## src/hdl/serdes_params.svh

```systemverilog
`ifndef SERDES_PARAMS_SVH
`define SERDES_PARAMS_SVH

// lane and word geometry
`define SERDES_NUM_LANES 4 // output lanes
`define SERDES_TX_DEPTH 8 // bit clocks per transmit word
`define SERDES_RX_DEPTH 4 // bit clocks per receive word

// input delay
`define SERDES_TAP_BITS 4 // tap counter width, wraps
`define SERDES_TAP_DEPTH (1 << `SERDES_TAP_BITS) // number of delay stages

// apb register map
`define SERDES_APB_AW 4 // address width
`define SERDES_APB_DW 32 // data width
`define SERDES_ADDR_CTRL 4'h0 // lane enables
`define SERDES_ADDR_DELAY 4'h4 // delay tap command / readback
`define SERDES_ADDR_RXWORD 4'h8 // last received word, read only

`endif

```

## src/hdl/serdes_pkg.sv

```systemverilog
`include "serdes_params.svh"

package serdes_pkg;

	typedef logic [`SERDES_TX_DEPTH-1:0] tx_word_t; // one word per lane, sent msb first
	typedef logic [`SERDES_RX_DEPTH-1:0] rx_word_t; // deserialized input word
	typedef logic [`SERDES_TAP_BITS-1:0] tap_t; // input delay setting

	// CTRL view of a write
	typedef struct packed {
		logic [`SERDES_APB_DW-`SERDES_NUM_LANES-1:0] rsvd; // ignored
		logic [`SERDES_NUM_LANES-1:0] lane_enable; // one bit per lane
	} ctrl_fields_t;

	// DELAY view of a write
	typedef struct packed {
		logic [`SERDES_APB_DW-`SERDES_TAP_BITS-2:0] rsvd; // ignored
		logic inc_not_dec; // 1 adds, 0 subtracts
		tap_t steps; // how many taps to move
	} delay_cmd_t;

	// the same pwdata word, decoded by address
	typedef union packed {
		ctrl_fields_t ctrl_fields;
		delay_cmd_t delay_cmd;
	} cfg_word_u;

endpackage

```

## src/hdl/serdes_regs.sv

```systemverilog
`include "serdes_params.svh"

module serdes_regs (
	input logic clock,
	input logic rst_n,
	input logic psel,
	input logic penable,
	input logic pwrite,
	input logic [`SERDES_APB_AW-1:0] paddr,
	input logic [`SERDES_APB_DW-1:0] pwdata,
	input serdes_pkg::rx_word_t rx_word,
	output logic pready,
	output logic [`SERDES_APB_DW-1:0] prdata,
	output logic pslverr,
	output logic [`SERDES_NUM_LANES-1:0] lane_enable,
	output serdes_pkg::tap_t tap
);
	import serdes_pkg::*;

	cfg_word_u wdata; // pwdata seen through both register views
	logic access; // apb access phase
	logic addr_hit; // one of the three mapped registers
	logic wr_en;
	logic rd_en;

	assign wdata = pwdata;
	assign access = psel & penable;
	assign addr_hit = (paddr == `SERDES_ADDR_CTRL) ||
		(paddr == `SERDES_ADDR_DELAY) ||
		(paddr == `SERDES_ADDR_RXWORD);
	assign wr_en = access & pwrite & addr_hit; // unmapped writes do nothing
	assign rd_en = psel & ~pwrite; // read data valid through setup and access

	assign pready = 1'b1; // zero wait states
	assign pslverr = access & ~addr_hit; // error only in the access phase

	// control state
	always_ff @(posedge clock or negedge rst_n) begin
		if (!rst_n) begin
			lane_enable <= '0; // all lanes off
			tap <= '0; // no extra delay, one register stage only
		end else if (wr_en) begin
			case (paddr)
				`SERDES_ADDR_CTRL: begin
					lane_enable <= wdata.ctrl_fields.lane_enable; // takes effect at next strobe
				end
				`SERDES_ADDR_DELAY: begin
					// tap wraps modulo 16 in both directions
					if (wdata.delay_cmd.inc_not_dec) begin
						tap <= tap + wdata.delay_cmd.steps;
					end else begin
						tap <= tap - wdata.delay_cmd.steps;
					end
				end
				default: begin
					// RXWORD is read only, write dropped without error
				end
			endcase
		end
	end

	// read mux, zero-extended fields
	always_comb begin
		prdata = '0;
		if (rd_en) begin
			case (paddr)
				`SERDES_ADDR_CTRL: begin
					prdata[`SERDES_NUM_LANES-1:0] = lane_enable;
				end
				`SERDES_ADDR_DELAY: begin
					prdata[`SERDES_TAP_BITS-1:0] = tap; // current tap, not the last command
				end
				`SERDES_ADDR_RXWORD: begin
					prdata[`SERDES_RX_DEPTH-1:0] = rx_word; // last captured word
				end
				default: begin
					prdata = '0; // unmapped reads return 0
				end
			endcase
		end
	end

	// host side protocol, penable only inside a selected transfer
	a_penable_needs_psel: assert property (
		@(posedge clock) disable iff (!rst_n)
		penable |-> psel
	);

endmodule

```

## src/hdl/word_strobe_gen.sv

```systemverilog
`include "serdes_params.svh"

module word_strobe_gen (
	input logic clock,
	input logic rst_n,
	output logic word_strobe,
	output logic rx_strobe
);
	localparam int TX_CW = $clog2(`SERDES_TX_DEPTH); // mod 8 counter width
	localparam int RX_CW = $clog2(`SERDES_RX_DEPTH); // mod 4 counter width

	logic [TX_CW-1:0] tx_cnt; // bit position inside the transmit word
	logic [RX_CW-1:0] rx_cnt; // bit position inside the receive word

	// free running, both start at 0 so the first cycle after reset is a boundary
	always_ff @(posedge clock or negedge rst_n) begin
		if (!rst_n) begin
			tx_cnt <= '0;
			rx_cnt <= '0;
		end else begin
			tx_cnt <= (tx_cnt == TX_CW'(`SERDES_TX_DEPTH - 1)) ? '0 : tx_cnt + 1'b1;
			rx_cnt <= (rx_cnt == RX_CW'(`SERDES_RX_DEPTH - 1)) ? '0 : rx_cnt + 1'b1;
		end
	end

	assign word_strobe = (tx_cnt == '0); // one cycle in 8, the divided strobe
	assign rx_strobe = (rx_cnt == '0); // one cycle in 4

	// a strobe is a single-cycle pulse
	a_strobe_single: assert property (
		@(posedge clock) disable iff (!rst_n)
		word_strobe |=> !word_strobe
	);

endmodule

```

## src/hdl/lane_serializer.sv

```systemverilog
`include "serdes_params.svh"

module lane_serializer (
	input logic clock,
	input logic rst_n,
	input logic word_strobe,
	input logic enable,
	input serdes_pkg::tx_word_t word,
	output logic bit_out
);
	import serdes_pkg::*;

	tx_word_t shreg; // msb is on the pin

	// load at the end of the strobe cycle, shift left otherwise
	always_ff @(posedge clock or negedge rst_n) begin
		if (!rst_n) begin
			shreg <= '0; // quiet lane out of reset
		end else if (word_strobe) begin
			if (enable) begin
				shreg <= word; // bit 7 appears on the next cycle
			end else begin
				shreg <= '0; // disabled lane ignores its word
			end
		end else begin
			shreg <= {shreg[`SERDES_TX_DEPTH-2:0], 1'b0}; // zero fill from the lsb
		end
	end

	// bits 7..0 leave over the 8 cycles after the strobe,
	// so bit 0 is out during the next strobe cycle
	assign bit_out = shreg[`SERDES_TX_DEPTH-1];

endmodule

```

## src/hdl/input_delay_line.sv

```systemverilog
`include "serdes_params.svh"

module input_delay_line (
	input logic clock,
	input logic rst_n,
	input serdes_pkg::tap_t tap,
	input logic data_in,
	output logic data_out
);
	logic [`SERDES_TAP_DEPTH-1:0] dly_q; // dly_q[n] is data_in n+1 cycles ago

	// plain shift register, one stage per bit clock
	always_ff @(posedge clock or negedge rst_n) begin
		if (!rst_n) begin
			dly_q <= '0; // flush so the receive word starts at 0
		end else begin
			dly_q <= {dly_q[`SERDES_TAP_DEPTH-2:0], data_in};
		end
	end

	// tap 0 is the input register alone, tap 15 the deepest stage
	assign data_out = dly_q[tap];

	// the select must be clean once out of reset
	a_tap_known: assert property (
		@(posedge clock) disable iff (!rst_n)
		!$isunknown(tap)
	);

endmodule

```

## src/hdl/lane_deserializer.sv

```systemverilog
`include "serdes_params.svh"

module lane_deserializer (
	input logic clock,
	input logic rst_n,
	input logic rx_strobe,
	input logic bit_in,
	output serdes_pkg::rx_word_t rx_word
);
	import serdes_pkg::*;

	rx_word_t shreg; // last bits seen, newest in the lsb
	rx_word_t next_word; // shreg after this cycle's bit

	assign next_word = {shreg[`SERDES_RX_DEPTH-2:0], bit_in};

	always_ff @(posedge clock or negedge rst_n) begin
		if (!rst_n) begin
			shreg <= '0;
			rx_word <= '0;
		end else begin
			shreg <= next_word; // shift every cycle
			if (rx_strobe) begin
				rx_word <= next_word; // earliest of the four in the msb
			end
		end
	end

endmodule

```

## src/hdl/oserdes_quad.sv

```systemverilog
`include "serdes_params.svh"

module oserdes_quad (
	input logic clock,
	input logic rst_n,
	input logic psel,
	input logic penable,
	input logic pwrite,
	input logic [`SERDES_APB_AW-1:0] paddr,
	input logic [`SERDES_APB_DW-1:0] pwdata,
	input serdes_pkg::tx_word_t word0,
	input serdes_pkg::tx_word_t word1,
	input serdes_pkg::tx_word_t word2,
	input serdes_pkg::tx_word_t word3,
	input logic data_in,
	output logic pready,
	output logic [`SERDES_APB_DW-1:0] prdata,
	output logic pslverr,
	output logic word_strobe,
	output logic [`SERDES_NUM_LANES-1:0] bit_out
);
	import serdes_pkg::*;

	logic [`SERDES_NUM_LANES-1:0] lane_enable; // from CTRL
	tap_t tap; // from DELAY
	logic rx_strobe; // receive word boundary
	logic delayed_bit; // data_in after tap+1 cycles
	rx_word_t rx_word; // back to RXWORD

	serdes_regs u_regs (
		.clock(clock), .rst_n(rst_n),
		.psel(psel), .penable(penable), .pwrite(pwrite), .paddr(paddr), .pwdata(pwdata),
		.rx_word(rx_word),
		.pready(pready), .prdata(prdata), .pslverr(pslverr),
		.lane_enable(lane_enable), .tap(tap)
	);

	word_strobe_gen u_strobe (
		.clock(clock), .rst_n(rst_n), .word_strobe(word_strobe), .rx_strobe(rx_strobe)
	);

	// transmit lanes, all on the same strobe
	lane_serializer u_lane0 (.clock(clock), .rst_n(rst_n), .word_strobe(word_strobe),
		.enable(lane_enable[0]), .word(word0), .bit_out(bit_out[0]));
	lane_serializer u_lane1 (.clock(clock), .rst_n(rst_n), .word_strobe(word_strobe),
		.enable(lane_enable[1]), .word(word1), .bit_out(bit_out[1]));
	lane_serializer u_lane2 (.clock(clock), .rst_n(rst_n), .word_strobe(word_strobe),
		.enable(lane_enable[2]), .word(word2), .bit_out(bit_out[2]));
	lane_serializer u_lane3 (.clock(clock), .rst_n(rst_n), .word_strobe(word_strobe),
		.enable(lane_enable[3]), .word(word3), .bit_out(bit_out[3]));

	// receive path
	input_delay_line u_idelay (
		.clock(clock), .rst_n(rst_n), .tap(tap), .data_in(data_in), .data_out(delayed_bit)
	);

	lane_deserializer u_deser (
		.clock(clock), .rst_n(rst_n), .rx_strobe(rx_strobe), .bit_in(delayed_bit),
		.rx_word(rx_word)
	);

endmodule

```

## config.mk

```make
export PLATFORM = sky130hd
export DESIGN_NAME = oserdes_quad
export DESIGN_NICKNAME = d
export VERILOG_FILES = /design/src/hdl/serdes_pkg.sv /design/src/hdl/serdes_regs.sv /design/src/hdl/word_strobe_gen.sv /design/src/hdl/lane_serializer.sv /design/src/hdl/input_delay_line.sv /design/src/hdl/lane_deserializer.sv /design/src/hdl/oserdes_quad.sv
export VERILOG_INCLUDE_DIRS = /design/src /design/src/hdl
export SDC_FILE = /design/constraint.sdc
export NUM_CORES = 1
export LEC_CHECK = 0
export ABC_CLOCK_PERIOD_IN_PS = 1500
export BUFFER_PORTS_ARGS = -buffer_cell sky130_fd_sc_hd__buf_2
export CORE_MARGIN = 8
export CORE_UTILIZATION = 44
export CTS_CLUSTER_DIAMETER = 150
export DETAILED_ROUTE_END_ITERATION = 10
export PLACE_DENSITY = 0.83
export SYNTH_ARGS = -nofsm -noshare
export SYNTH_HDL_FRONTEND = slang
export SYNTH_HIERARCHICAL = 1
export SYNTH_SLANG_ARGS = --single-unit
```

## constraint.sdc

```tcl
create_clock -name clock -period 1.5 [get_ports clock]
set_input_delay 0.075 -clock clock [delete_from_list [all_inputs] [get_ports clock]]
set_output_delay 0.075 -clock clock [all_outputs]
set_load 0.01 [all_outputs]
```

==> results of run 1 <==
critical path: stages, from the launching register on:
cell and delay (ps):
sky130_fd_sc_hd__dfrtp_2 440, sky130_fd_sc_hd__mux4_2 520, sky130_fd_sc_hd__mux2i_1 140, sky130_fd_sc_hd__mux2i_1 120
sky130_fd_sc_hd__mux2_4 270
flip-flops by register name (all words and copies together) (netlist names), 4 cells and up:
| name | cells |
|---|---|
| u_deser/rx_word | 4 |
| u_lane3/shreg | 8 |
| u_idelay/dly_q | 16 |
| u_regs/lane_enable | 4 |
| u_lane0/shreg | 8 |
| u_lane1/shreg | 8 |
| u_lane2/shreg | 8 |
| u_regs/tap | 4 |
final timing paths:
check	start	end	slack (ps)	cells past startpoint
max in group asynchronous	rst_n	u_deser/rx_word[0]	940	3
min reg2reg	u_deser/shreg[0]	u_deser/shreg[1]	360	0
min in group asynchronous	rst_n	u_idelay/dly_q[9]	280	3
min	pwdata[0]	u_regs/lane_enable[0]	140	3
max reg2reg	u_regs/tap[0]	u_deser/rx_word[0]	-110	4
max	u_regs/tap[0]	u_deser/rx_word[0]	-110	4
what timing repair did:
item / in CTS / in global routing
endpoints found under the hold margin: 104 / 0
gates resized for setup: 12 / 7
setup endpoints to repair: 6 / 32
gates cloned: 1 / 0
pin swaps: 1 / 3
buffers inserted: 9 / 2
hold buffers: 37 / 0
layout by cell type (no fill, tap or decap), drive strengths merged, types with 9 or more instances in the layout:
master	instances
a22o	24
buf	78
clkbuf	9
conb	29
dfrtp	68
dlygate4sd3	37
ha	9
inv	19
mux2	13
nor2	12
per-stage QoR:
step	instances	setup TNS (ps)
floorplan	260	-49.20
global placement	373	-362.9
detailed placement	373	-550.3
CTS	436	-500.3
global route	437	-1438
finish	437	-322.0
per-layer routing:
metal  up-vias  part of all wire  routed length (microns)  global-route usage
met3        12             0.058                      405             0.04818
li1        995                 -                        -                   -
met5         -                 0                        0                   0
met4         0             0.019                      133             0.05704
met2        66              0.52                     3615              0.2531
met1      1070              0.41                     2832              0.1716
cell type report:
type / instances / area [sq um]
Clock buffer: 9 / 123.9
Clock inverter: 7 / 75.07
Fill cell: 534 / 2670
Inverter: 17 / 66.31
Multi-Input combinational cell: 141 / 1146
Sequential cell: 68 / 1704
Tap cell: 80 / 100.1
Timing Repair Buffer: 115 / 870.8
cells by family after synthesis:
kind of cell	share of synthesized area
simple gates	0.08040
compound gates	0.09434
fa+ha+maj	0.04348
flops	0.5578
mux	0.1021
xor+xnor	0.008615
buf+inv	0.1107
other cells	0.002462
power groups by stage:
stage | Combinational, mW | Sequential (mW) | Clock [mW]
detailed placement | 0.571 | 2.19 | 0
global placement | 0.553 | 2.18 | 0
finish | 0.719 | 2.15 | 1.52
CTS | 0.698 | 2.15 | 1.58
floorplan | 0.397 | 2.16 | 0
global route | 0.792 | 2.18 | 1.65
==> results.md, run 1 <==
- GRT Residual Overflow: 0
- Post-Syn Area per Cell: ~13 sq um
- Cell Area, Synth: slightly above 0.003 sq mm
- N_diodes: 0
- Final min period: around 1600 ps
- Switching share of power: 0.2652
- DP HPWL: between 4000 and 5000 microns
- Number of nets in the final layout: 436
- Via count of the first global-routing pass: 2343
- Detailed-route vias per instance: 4.904
- GRT Overall Usage: 0.1494
- Largest clock skew in the final design: 13.40 ps
- Violated checks: setup timing
- Detailed-route wire length: 6987 microns
- Worst Hold Slack: between 100 and 150 ps
- Clock network fraction of design power: 0.346
- Core Util, Final: 0.6048
- Setup-violating endpoint count in the final report: 11
- Count of buffers from port buffering: 56
- Top cells by count, synth: 68 x sky130_fd_sc_hd__dfrtp_1, 29 x sky130_fd_sc_hd__buf_4, 24 x sky130_fd_sc_hd__a22o_1
- Most common cell in the netlist: sky130_fd_sc_hd__dfrtp_1
- Buffer cell driving the clock tree root: sky130_fd_sc_hd__clkbuf_8
- Die area: 0.009854 sq mm
- Nature of the critical path endpoint: register
- Die span in x: a little under 100 microns
- Synth warnings: 6
- Placed cell area: approximately 0.0034 sq mm
- Required time of the worst setup path: 1720 ps
- Initial DRC count: 57
- Setup repair after global routing missed its margin: yes
- Maximum number of pins on one net before global-route repair: 69
- Post-synthesis instance total: 233
- Asr flop ratio synth: 1.000
- Classification of the worst setup path: reg2reg
- Area leader, netlist: sky130_fd_sc_hd__dfrtp_1
- Via count: roughly 2100
- Leak: 2.016 nW
- Routability congestion estimate: around 0.79
- Share of the synthesized area in the top cell type: 0.5578
- Part of the total power dissipated in combinational logic: 0.164
- Worst hold-check path type: in2reg
- CP Max Fanout: 5
- Detailed-route wire length per cell: about 16 microns
- 1st-pass router iterations: 4
- Post-synth EDFFs: 0
- Global-route wire length before repair: 11630 microns
- Result of the run: finished, violations left
- Count of state elements after synthesis: 68
- Post-route clock period utilization: 1.073
- Initial antenna violation count: 0
- Initial standard-cell utilization of the core: 0.4515
- VDD IR max: approximately 0.00074 V
- Most instantiated flip-flop cell in the synthesis netlist: sky130_fd_sc_hd__dfrtp_1
- DRC violations left: 0
- Proportion of layout cells with a drive suffix above 1: 0.3754
- Post-route setup slack: -109.6 ps
- Internal power consumption: approximately 3.2 mW
- Post-Place Worst Slack: -287.3 ps
- CTS Buf Count: 9
- Placeable core area: between 0.006 and 0.007 sq mm
- Power density of the placed cells: between 1000 and 1500 mW/mm^2
- Y dimension of the die: about 99 microns
- FP Rows: 30
- Sinks on Clock Net: between 60 and 70
- Number of buffers between clock root and the deepest sink: 2
- Reg power frac: 0.490
- Power spent charging and discharging nets: around 1.2 mW
- Synth top area cells: sky130_fd_sc_hd__dfrtp_1 56%, sky130_fd_sc_hd__buf_4 7.1%, sky130_fd_sc_hd__a22o_1 6.9%, sky130_fd_sc_hd__mux2_2 4.8%, sky130_fd_sc_hd__ha_1 3.7%
- Final slew viol count: 0
- Hold Violations, Final: 0
- Max Clock Freq: just over 600 MHz
- Layout overhead on the synthesized area: 33.96%
- Data arrival time of the critical path: between 1500 and 2000 ps
- Reported max-cap violation count: 0
- H-Tree Level Count: 3
- Element type at the critical path start: register
- Clock-pin slew on the worst setup and hold paths: 90 ps
- TritonCTS clock tree: yes
- Latest clock arrival within the worst-skew pair: around 350 ps
- Design Power: 4.389 mW
- Number of routed nets with antenna violations: 0
- Post-layout instance area: 0.004086 sq mm
- Sequential fraction of the synthesis area: 0.5578
- I/O Pins: roughly 110
- Distinct cells, synth: 33
Power figures use the tool's default switching activity.
==> run 2: changes to the inputs <==
- PLACE_DENSITY: 0.83 -> 0.76
==> run 2 against run 1 <==
  * The run still ends with setup timing left
  * Global-route usage is 0.94 points lower
  * Fmax is 1.2% lower
  * Largest power group unchanged
  * Worst setup slack worse by 19 ps
  * Clock-buffer cell count is 2 higher
  * Critical path depth stayed put
  * Design area is 1.4% lower
  * Flip-flop and latch count stayed put
  * Critical endpoint unchanged
  * First-iteration DRC count is 28% lower
  * Highest routed layer unchanged
==> results.md, run 2 (same netlist as run 1, synthesis figures left out) <==
- Result of the run: finished, violations left
- Violated checks: setup timing
- Most common cell after layout, fill and taps aside: sky130_fd_sc_hd__dfrtp_1
- Final setup TNS: -289.5 ps (+32.50 ps)
- Power spent charging and discharging nets: 1.111 mW (-4.6%)
- Initial standard-cell utilization of the core: 0.4515 (unchanged)
- Latest clock arrival within the worst-skew pair: 330 ps (-20 ps)
- Number of nets in the final layout: 431 (-1.1%)
- I/O Pins: 113 (unchanged)
- Number of routed nets with antenna violations: 0 (unchanged)
- Worst path top cell family by delay: multiplexers
- VDD IR max: 0.0007418 V (-0.38%)
- Post-layout instance area: 0.004030 sq mm (-1.4%)
- 1st-pass router iterations: 4 (unchanged)
- Most frequent cells in the layout: 64 x sky130_fd_sc_hd__dfrtp_1, 57 x sky130_fd_sc_hd__buf_2, 34 x sky130_fd_sc_hd__dlygate4sd3_1
- Post-route clock period utilization: 1.086 (+0.01256)
- Count of buffers from port buffering: 56 (unchanged)
- Register with the highest flop count: u_idelay/dly_q
- Die span in x: 99.27 microns (unchanged)
- Reg power frac: 0.486 (-0.004)
- Final slew viol count: 0 (unchanged)
- Leak: 1.980 nW (-1.8%)
- Proportion of layout cells with a drive suffix above 1: 0.3807 (+0.005332)
- N_diodes: 0 (unchanged)
- Layout overhead on the synthesized area: 32.12%
- Number of flip-flops under the largest register name: 16 (unchanged)
- CTS Buf Count: 9 (unchanged)
- Hold Violations, Final: 0 (unchanged)
- Worst Max-Slew Pin Slew: between 500 and 600 ps
- Design Power: 4.438 mW (+1.1%)
- Post-Place Worst Slack: -305.7 ps (-18.31 ps)
- Initial antenna violation count: 0 (unchanged)
- Instance count after placement with tap cells included: 373 (unchanged)
- Power density of the placed cells: 1101 mW/mm^2 (+2.5%)
- Via count of the first global-routing pass: 2184 (-6.8%)
- Element type at the critical path start: register
- Die area: 0.009854 sq mm (unchanged)
- Post-route setup slack: -128.5 ps (-18.83 ps)
- FP Rows: 30 (unchanged)
- Reported max-cap violation count: 0 (unchanged)
- Worst Hold Slack: 28.38 ps (-110.6 ps)
- Maximum number of pins on one net before global-route repair: 29 (-58%)
- Sinks on Clock Net: 68 (unchanged)
- Nature of the critical path endpoint: register
- H-Tree Level Count: 3 (unchanged)
- Placed cell area: 0.003352 sq mm (unchanged)
- Largest clock skew in the final design: 7.052 ps (-6.344 ps)
- Global-route wire length before repair: 10960 microns (-5.8%)
- Core Util, Final: 0.5965 (-0.008334)
- DP HPWL: 4482 microns (-0.36%)
- Crit path buf inv count: 0 (unchanged)
- GRT Overall Usage: 0.1401 (-0.009365)
- CP Max Fanout: 7 (+2)
- Switching share of power: 0.2503 (-0.01493)
- Data arrival time of the critical path: 1840 ps (about the same)
- Setup-violating endpoint count in the final report: 4 (-7)
- Count of non-filler cells in the finished layout: 432 (-1.1%)
- CP peak stage delay: 530 ps (about the same)
- Final min period: 1628 ps (+18.83 ps)
- Max Clock Freq: 614.1 MHz (-1.2%)
- Clock-pin slew on the worst setup and hold paths: 70 ps (-20 ps)
- Slowest CP cell: sky130_fd_sc_hd__mux4_2
- GRT Residual Overflow: 0 (unchanged)
- Routability congestion estimate: 0.7546 (-4.6%)
- Detailed-route wire length: 6492 microns (-7.1%)
- Placeable core area: 0.006756 sq mm (unchanged)
- Setup repair after global routing missed its margin: yes
- Cell mode on critical path: sky130_fd_sc_hd__mux2i_1
- DRC violations left: 0 (unchanged)
- Critical path cell sequence: mux4_2 -> mux2i_1 -> mux2i_1 -> mux2_2
- Required time of the worst setup path: 1720 ps (about the same)
- Detailed-route wire length per cell: 15.03 microns (-6.0%)
- Number of buffers between clock root and the deepest sink: 2 (unchanged)
- Headroom to the max-slew limit: 0.6517
- Initial DRC count: 41 (-28%)
- Detailed-route vias per instance: 4.704 (-4.1%)
- Y dimension of the die: 99.27 microns (unchanged)
- Via count: 2032 (-5.2%)
- Clock network fraction of design power: 0.347 (about the same)
- Part of the total power dissipated in combinational logic: 0.167 (+0.003)
- TritonCTS clock tree: yes
- Buffer cell driving the clock tree root: sky130_fd_sc_hd__clkbuf_8
- Classification of the worst setup path: reg2reg
- Worst hold-check path type: in2reg
- Internal power consumption: 3.327 mW (+3.2%)
[run 2: changes by cell type in the layout (fill, tap and decap cells not counted), sizes merged]
cell,delta
buf,-2
inv,-2
clkinvlp,+1
clkbuf,+2
dlygate4sd3,-3
clkinv,-1
[run 2: worst paths after layout]
check                                        end  slack (ps)  depth (start not counted)               start
setup / recovery              u_deser/rx_word[0]        -130                          4       u_regs/tap[0]
hold / removal             u_regs/lane_enable[3]          30                          2           pwdata[3]
setup reg to reg              u_deser/rx_word[0]        -130                          4       u_regs/tap[0]
hold reg to reg               u_idelay/dly_q[13]         370                          0  u_idelay/dly_q[12]
max in group asynchronous     u_deser/rx_word[1]         720                          3               rst_n
min in group asynchronous          u_regs/tap[0]         250                          2               rst_n
[run 2: worst register-to-register path, delay by kind of cell, from the launching register on]
family  cells  cell delay [ps]
flops       1              470
mux         4             1030
[run 2: power by group through the flow]
stage	logic, mW	clock network (mW)	registers (mW)
after global placement	0.549	0	2.19
final	0.741	1.54	2.16
after floorplan	0.397	0	2.16
after global routing	0.815	1.68	2.18
after CTS	0.687	1.59	2.16
after detailed placement	0.566	0	2.20
[run 2: final cells by class]
| cell class | instances | area [sq um] |
|---|---|---|
| clock buffers | 11 | 151.4 |
| clock inverters | 5 | 60.06 |
| fillers | 545 | 2726 |
| inverters | 17 | 63.81 |
| multi-input cells | 141 | 1151 |
| flip-flops and latches | 68 | 1707 |
| well taps | 80 | 100.1 |
| repair buffers | 110 | 797.0 |
[run 2: what timing repair did]
| action | in CTS | in global routing |
|---|---|---|
| resized for setup | 5 | 9 |
| cloned | 0 | 1 |
| endpoints found under the setup margin | 5 | 9 |
| hold endpoints to repair | 52 | 0 |
| buffers inserted | 3 | 5 |
| pin swaps | 1 | 2 |
| hold buffers | 34 | 0 |
[run 2: layer usage]
metal | part of all wire | GRT usage
met3 | 0.065 | 0.05307
met1 | 0.44 | 0.1760
met5 | 0 | 0
met2 | 0.49 | 0.2195
met4 | 0.0031 | 0.03958
==> run 3: changes to the inputs <==
--- a/constraint.sdc
+++ b/constraint.sdc
@@ -3,2 +3,2 @@
 set_output_delay 0.075 -clock clock [all_outputs]
-set_load 0.01 [all_outputs]
+set_load 0.05 [all_outputs]
==> run 3 against run 2 <==
  * The run still ends with setup timing left
  * First-iteration DRC count up 130%
  * Sequential share of layout area fell by 1.2 points
  * Combinational power up 28%
  * Critical path type unchanged
  * Sequential power is essentially flat
  * Critical endpoint unchanged
  * Clock skew rose by 2.4 ps
==> results.md, run 3 (same netlist as run 1, synthesis figures left out) <==
- Result of the run: finished, violations left
- Met1 routing resource usage after global routing: 0.1699 (-0.006150)
- GRT Residual Overflow: 0 (unchanged)
- Launch point of the critical path: u_regs/tap[0]
- Post-route clock period utilization: 1.085 (about the same)
- Via count of the first global-routing pass: 2191 (+0.32%)
- Die area: 0.009854 sq mm (unchanged)
- Critical path cell sequence: mux4_2 -> mux2i_1 -> mux2i_1 -> mux2_4
- Setup repair after global routing missed its margin: yes
- Number of flip-flops under the largest register name: 16 (unchanged)
- Post-route setup slack: -128.1 ps (+0.3200 ps)
- Final slew viol count: 0 (unchanged)
- Maximum number of pins on one net before global-route repair: 62 (+110%)
- Required time of the worst setup path: 1720 ps (about the same)
- GRT met3 Usage: 0.05307 (unchanged)
- GRT Max-Usage Layer: met2
- Leak: 2.024 nW (+2.2%)
- Data arrival time of the critical path: 1850 ps (about the same)
- TritonCTS clock tree: yes
- Classification of the worst setup path: reg2reg
- Element type at the critical path start: register
- Largest clock skew in the final design: 9.449 ps (+2.397 ps)
- Routability congestion estimate: 0.7621 (+0.99%)
- GRT Overall Usage: 0.1397 (-0.0003429)
- Met2 demand-to-capacity share in global routing: 0.2278 (+0.008264)
- Reported max-cap violation count: 0 (unchanged)
- Layout overhead on the synthesized area: 35.64%
- DRC violations left: 0 (unchanged)
- Proportion of layout cells with a drive suffix above 1: 0.3824 (+0.001754)
- Number of buffers between clock root and the deepest sink: 2 (unchanged)
- H-Tree Level Count: 3 (unchanged)
- Detailed-route wire length: 6648 microns (+2.4%)
- FP Rows: 30 (unchanged)
- Sinks on Clock Net: 68 (unchanged)
- Crit path buf inv count: 0 (unchanged)
- DP HPWL: 4481 microns (about the same)
- Design Power: 4.989 mW (+12%)
- Detailed-route wire length per cell: 15.35 microns (+2.2%)
- Clock-pin slew on the worst setup and hold paths: 80 ps (about the same)
- Post-layout instance area: 0.004138 sq mm (+2.7%)
- Number of nets in the final layout: 432 (+0.23%)
- I/O Pins: 113 (unchanged)
- Via count: 2090 (+2.9%)
- Slowest CP cell: sky130_fd_sc_hd__mux4_2
- Most frequent cells in the layout: 66 x sky130_fd_sc_hd__dfrtp_1, 51 x sky130_fd_sc_hd__buf_2, 33 x sky130_fd_sc_hd__dlygate4sd3_1
- Start of the worst register-to-register path: u_regs/tap[0]
- Initial antenna violation count: 0 (unchanged)
- Latest clock arrival within the worst-skew pair: 340 ps (about the same)
- R2r endpoint: u_deser/rx_word[0]
- 1st-pass router iterations: 4 (unchanged)
- Filler cells: 515 (-5.5%)
- Worst path top cell family by delay: multiplexers
- Die span in x: 99.27 microns (unchanged)
- Register with the highest flop count: u_idelay/dly_q
- Nature of the critical path endpoint: register
- Global-route wire length before repair: 10940 microns (-0.19%)
- Initial DRC count: 95 (+130%)
- Most common cell after layout, fill and taps aside: sky130_fd_sc_hd__dfrtp_1
- Setup-violating endpoint count in the final report: 2 (-2)
- N_diodes: 0 (unchanged)
- CP peak stage delay: 520 ps (about the same)
- Worst hold-check path type: in2reg
- Hold Violations, Final: 0 (unchanged)
- Placed cell area: 0.003408 sq mm (+1.7%)
- Setup slack, reg-to-reg: -130 ps (about the same)
- Stages on worst setup path: 4 (unchanged)
- Placeable core area: 0.006756 sq mm (unchanged)
- Power density of the placed cells: 1206 mW/mm^2 (+9.5%)
- Count of buffers from port buffering: 56 (unchanged)
- Count of non-filler cells in the finished layout: 433 (+0.23%)
- VDD IR max: 0.0007251 V (-2.2%)
- Number of routed nets with antenna violations: 0 (unchanged)
- Final setup TNS: -178.8 ps (+110.7 ps)
- CTS Buf Count: 9 (unchanged)
- Y dimension of the die: 99.27 microns (unchanged)
- Initial standard-cell utilization of the core: 0.4515 (unchanged)
- Violated checks: setup timing
- Cell mode on critical path: sky130_fd_sc_hd__mux2i_1
- CP endpoint: u_deser/rx_word[0]
- Core Util, Final: 0.6124 (+0.01593)
- Final min period: 1628 ps (-0.3200 ps)
- Buffer cell driving the clock tree root: sky130_fd_sc_hd__clkbuf_8
- CP Max Fanout: 7 (unchanged)
- Detailed-route vias per instance: 4.827 (+2.6%)
- Length in cells of the worst reg-to-reg path: 4 (unchanged)
- Max Clock Freq: 614.2 MHz (about the same)
- Instance count after placement with tap cells included: 375 (+0.54%)
run 3: worst min-delay path by stage:
stage	start	to	cells after the start
finish	word3[0]	u_lane3/shreg[0]	2
detailed placement	rst_n	u_idelay/dly_q[0]	1
floorplan	rst_n	u_deser/rx_word[0]	0
global placement	rst_n	u_idelay/dly_q[0]	1
global route	word3[0]	u_lane3/shreg[0]	2
CTS	word3[0]	u_lane3/shreg[0]	2
run 3: layout make-up:
class	count	area, sq um	area share
Clock buffer	11	151.4	0.03659
Timing Repair Buffer	111	834.6	0.2017
Tap cell	80	100.1	0.02419
Multi-Input combinational cell	141	1175	0.2839
Clock inverter	5	106.4	0.02570
Inverter	17	66.31	0.01603
Sequential cell	68	1704	0.4119
run 3: per-layer routing:
layer / routed length [microns] / up-vias / part of all wire
li1: - / 982 / -
met1: 2934 / 1034 / 0.44
met2: 3270 / 69 / 0.49
met3: 402 / 5 / 0.060
met4: 42 / 0 / 0.0063
met5: 0 / - / 0
run 3: what timing repair did:
item / 4_1_cts / 5_1_grt
hold buffers: 32 / 1
setup buffers: 3 / 6
hold endpoints to repair: 99 / 1
pin swaps: 0 / 3
resized for setup: 9 / 15
gates cloned: 0 / 0
endpoints found under the setup margin: 7 / 32
run 3: metrics by stage:
step	setup slack, ps	hold slack, ps
3_5_place_dp	-235.6	-68.45
4_1_cts	-127.7	0.8312
2_1_floorplan	-95.89	-220.6
6_report	-128.1	11.70
3_3_place_gp	-156.7	-68.63
5_1_grt	-209.0	5.444
run 3: where the power goes:
part           switching, mW  leakage [nW]  internal [mW]  total, mW
Sequential             0.112         0.869           2.03       2.14
Combinational          0.486          1.03          0.460      0.947
Clock                  0.697         0.126           1.20       1.90
Total                   1.30          2.02           3.69       4.99
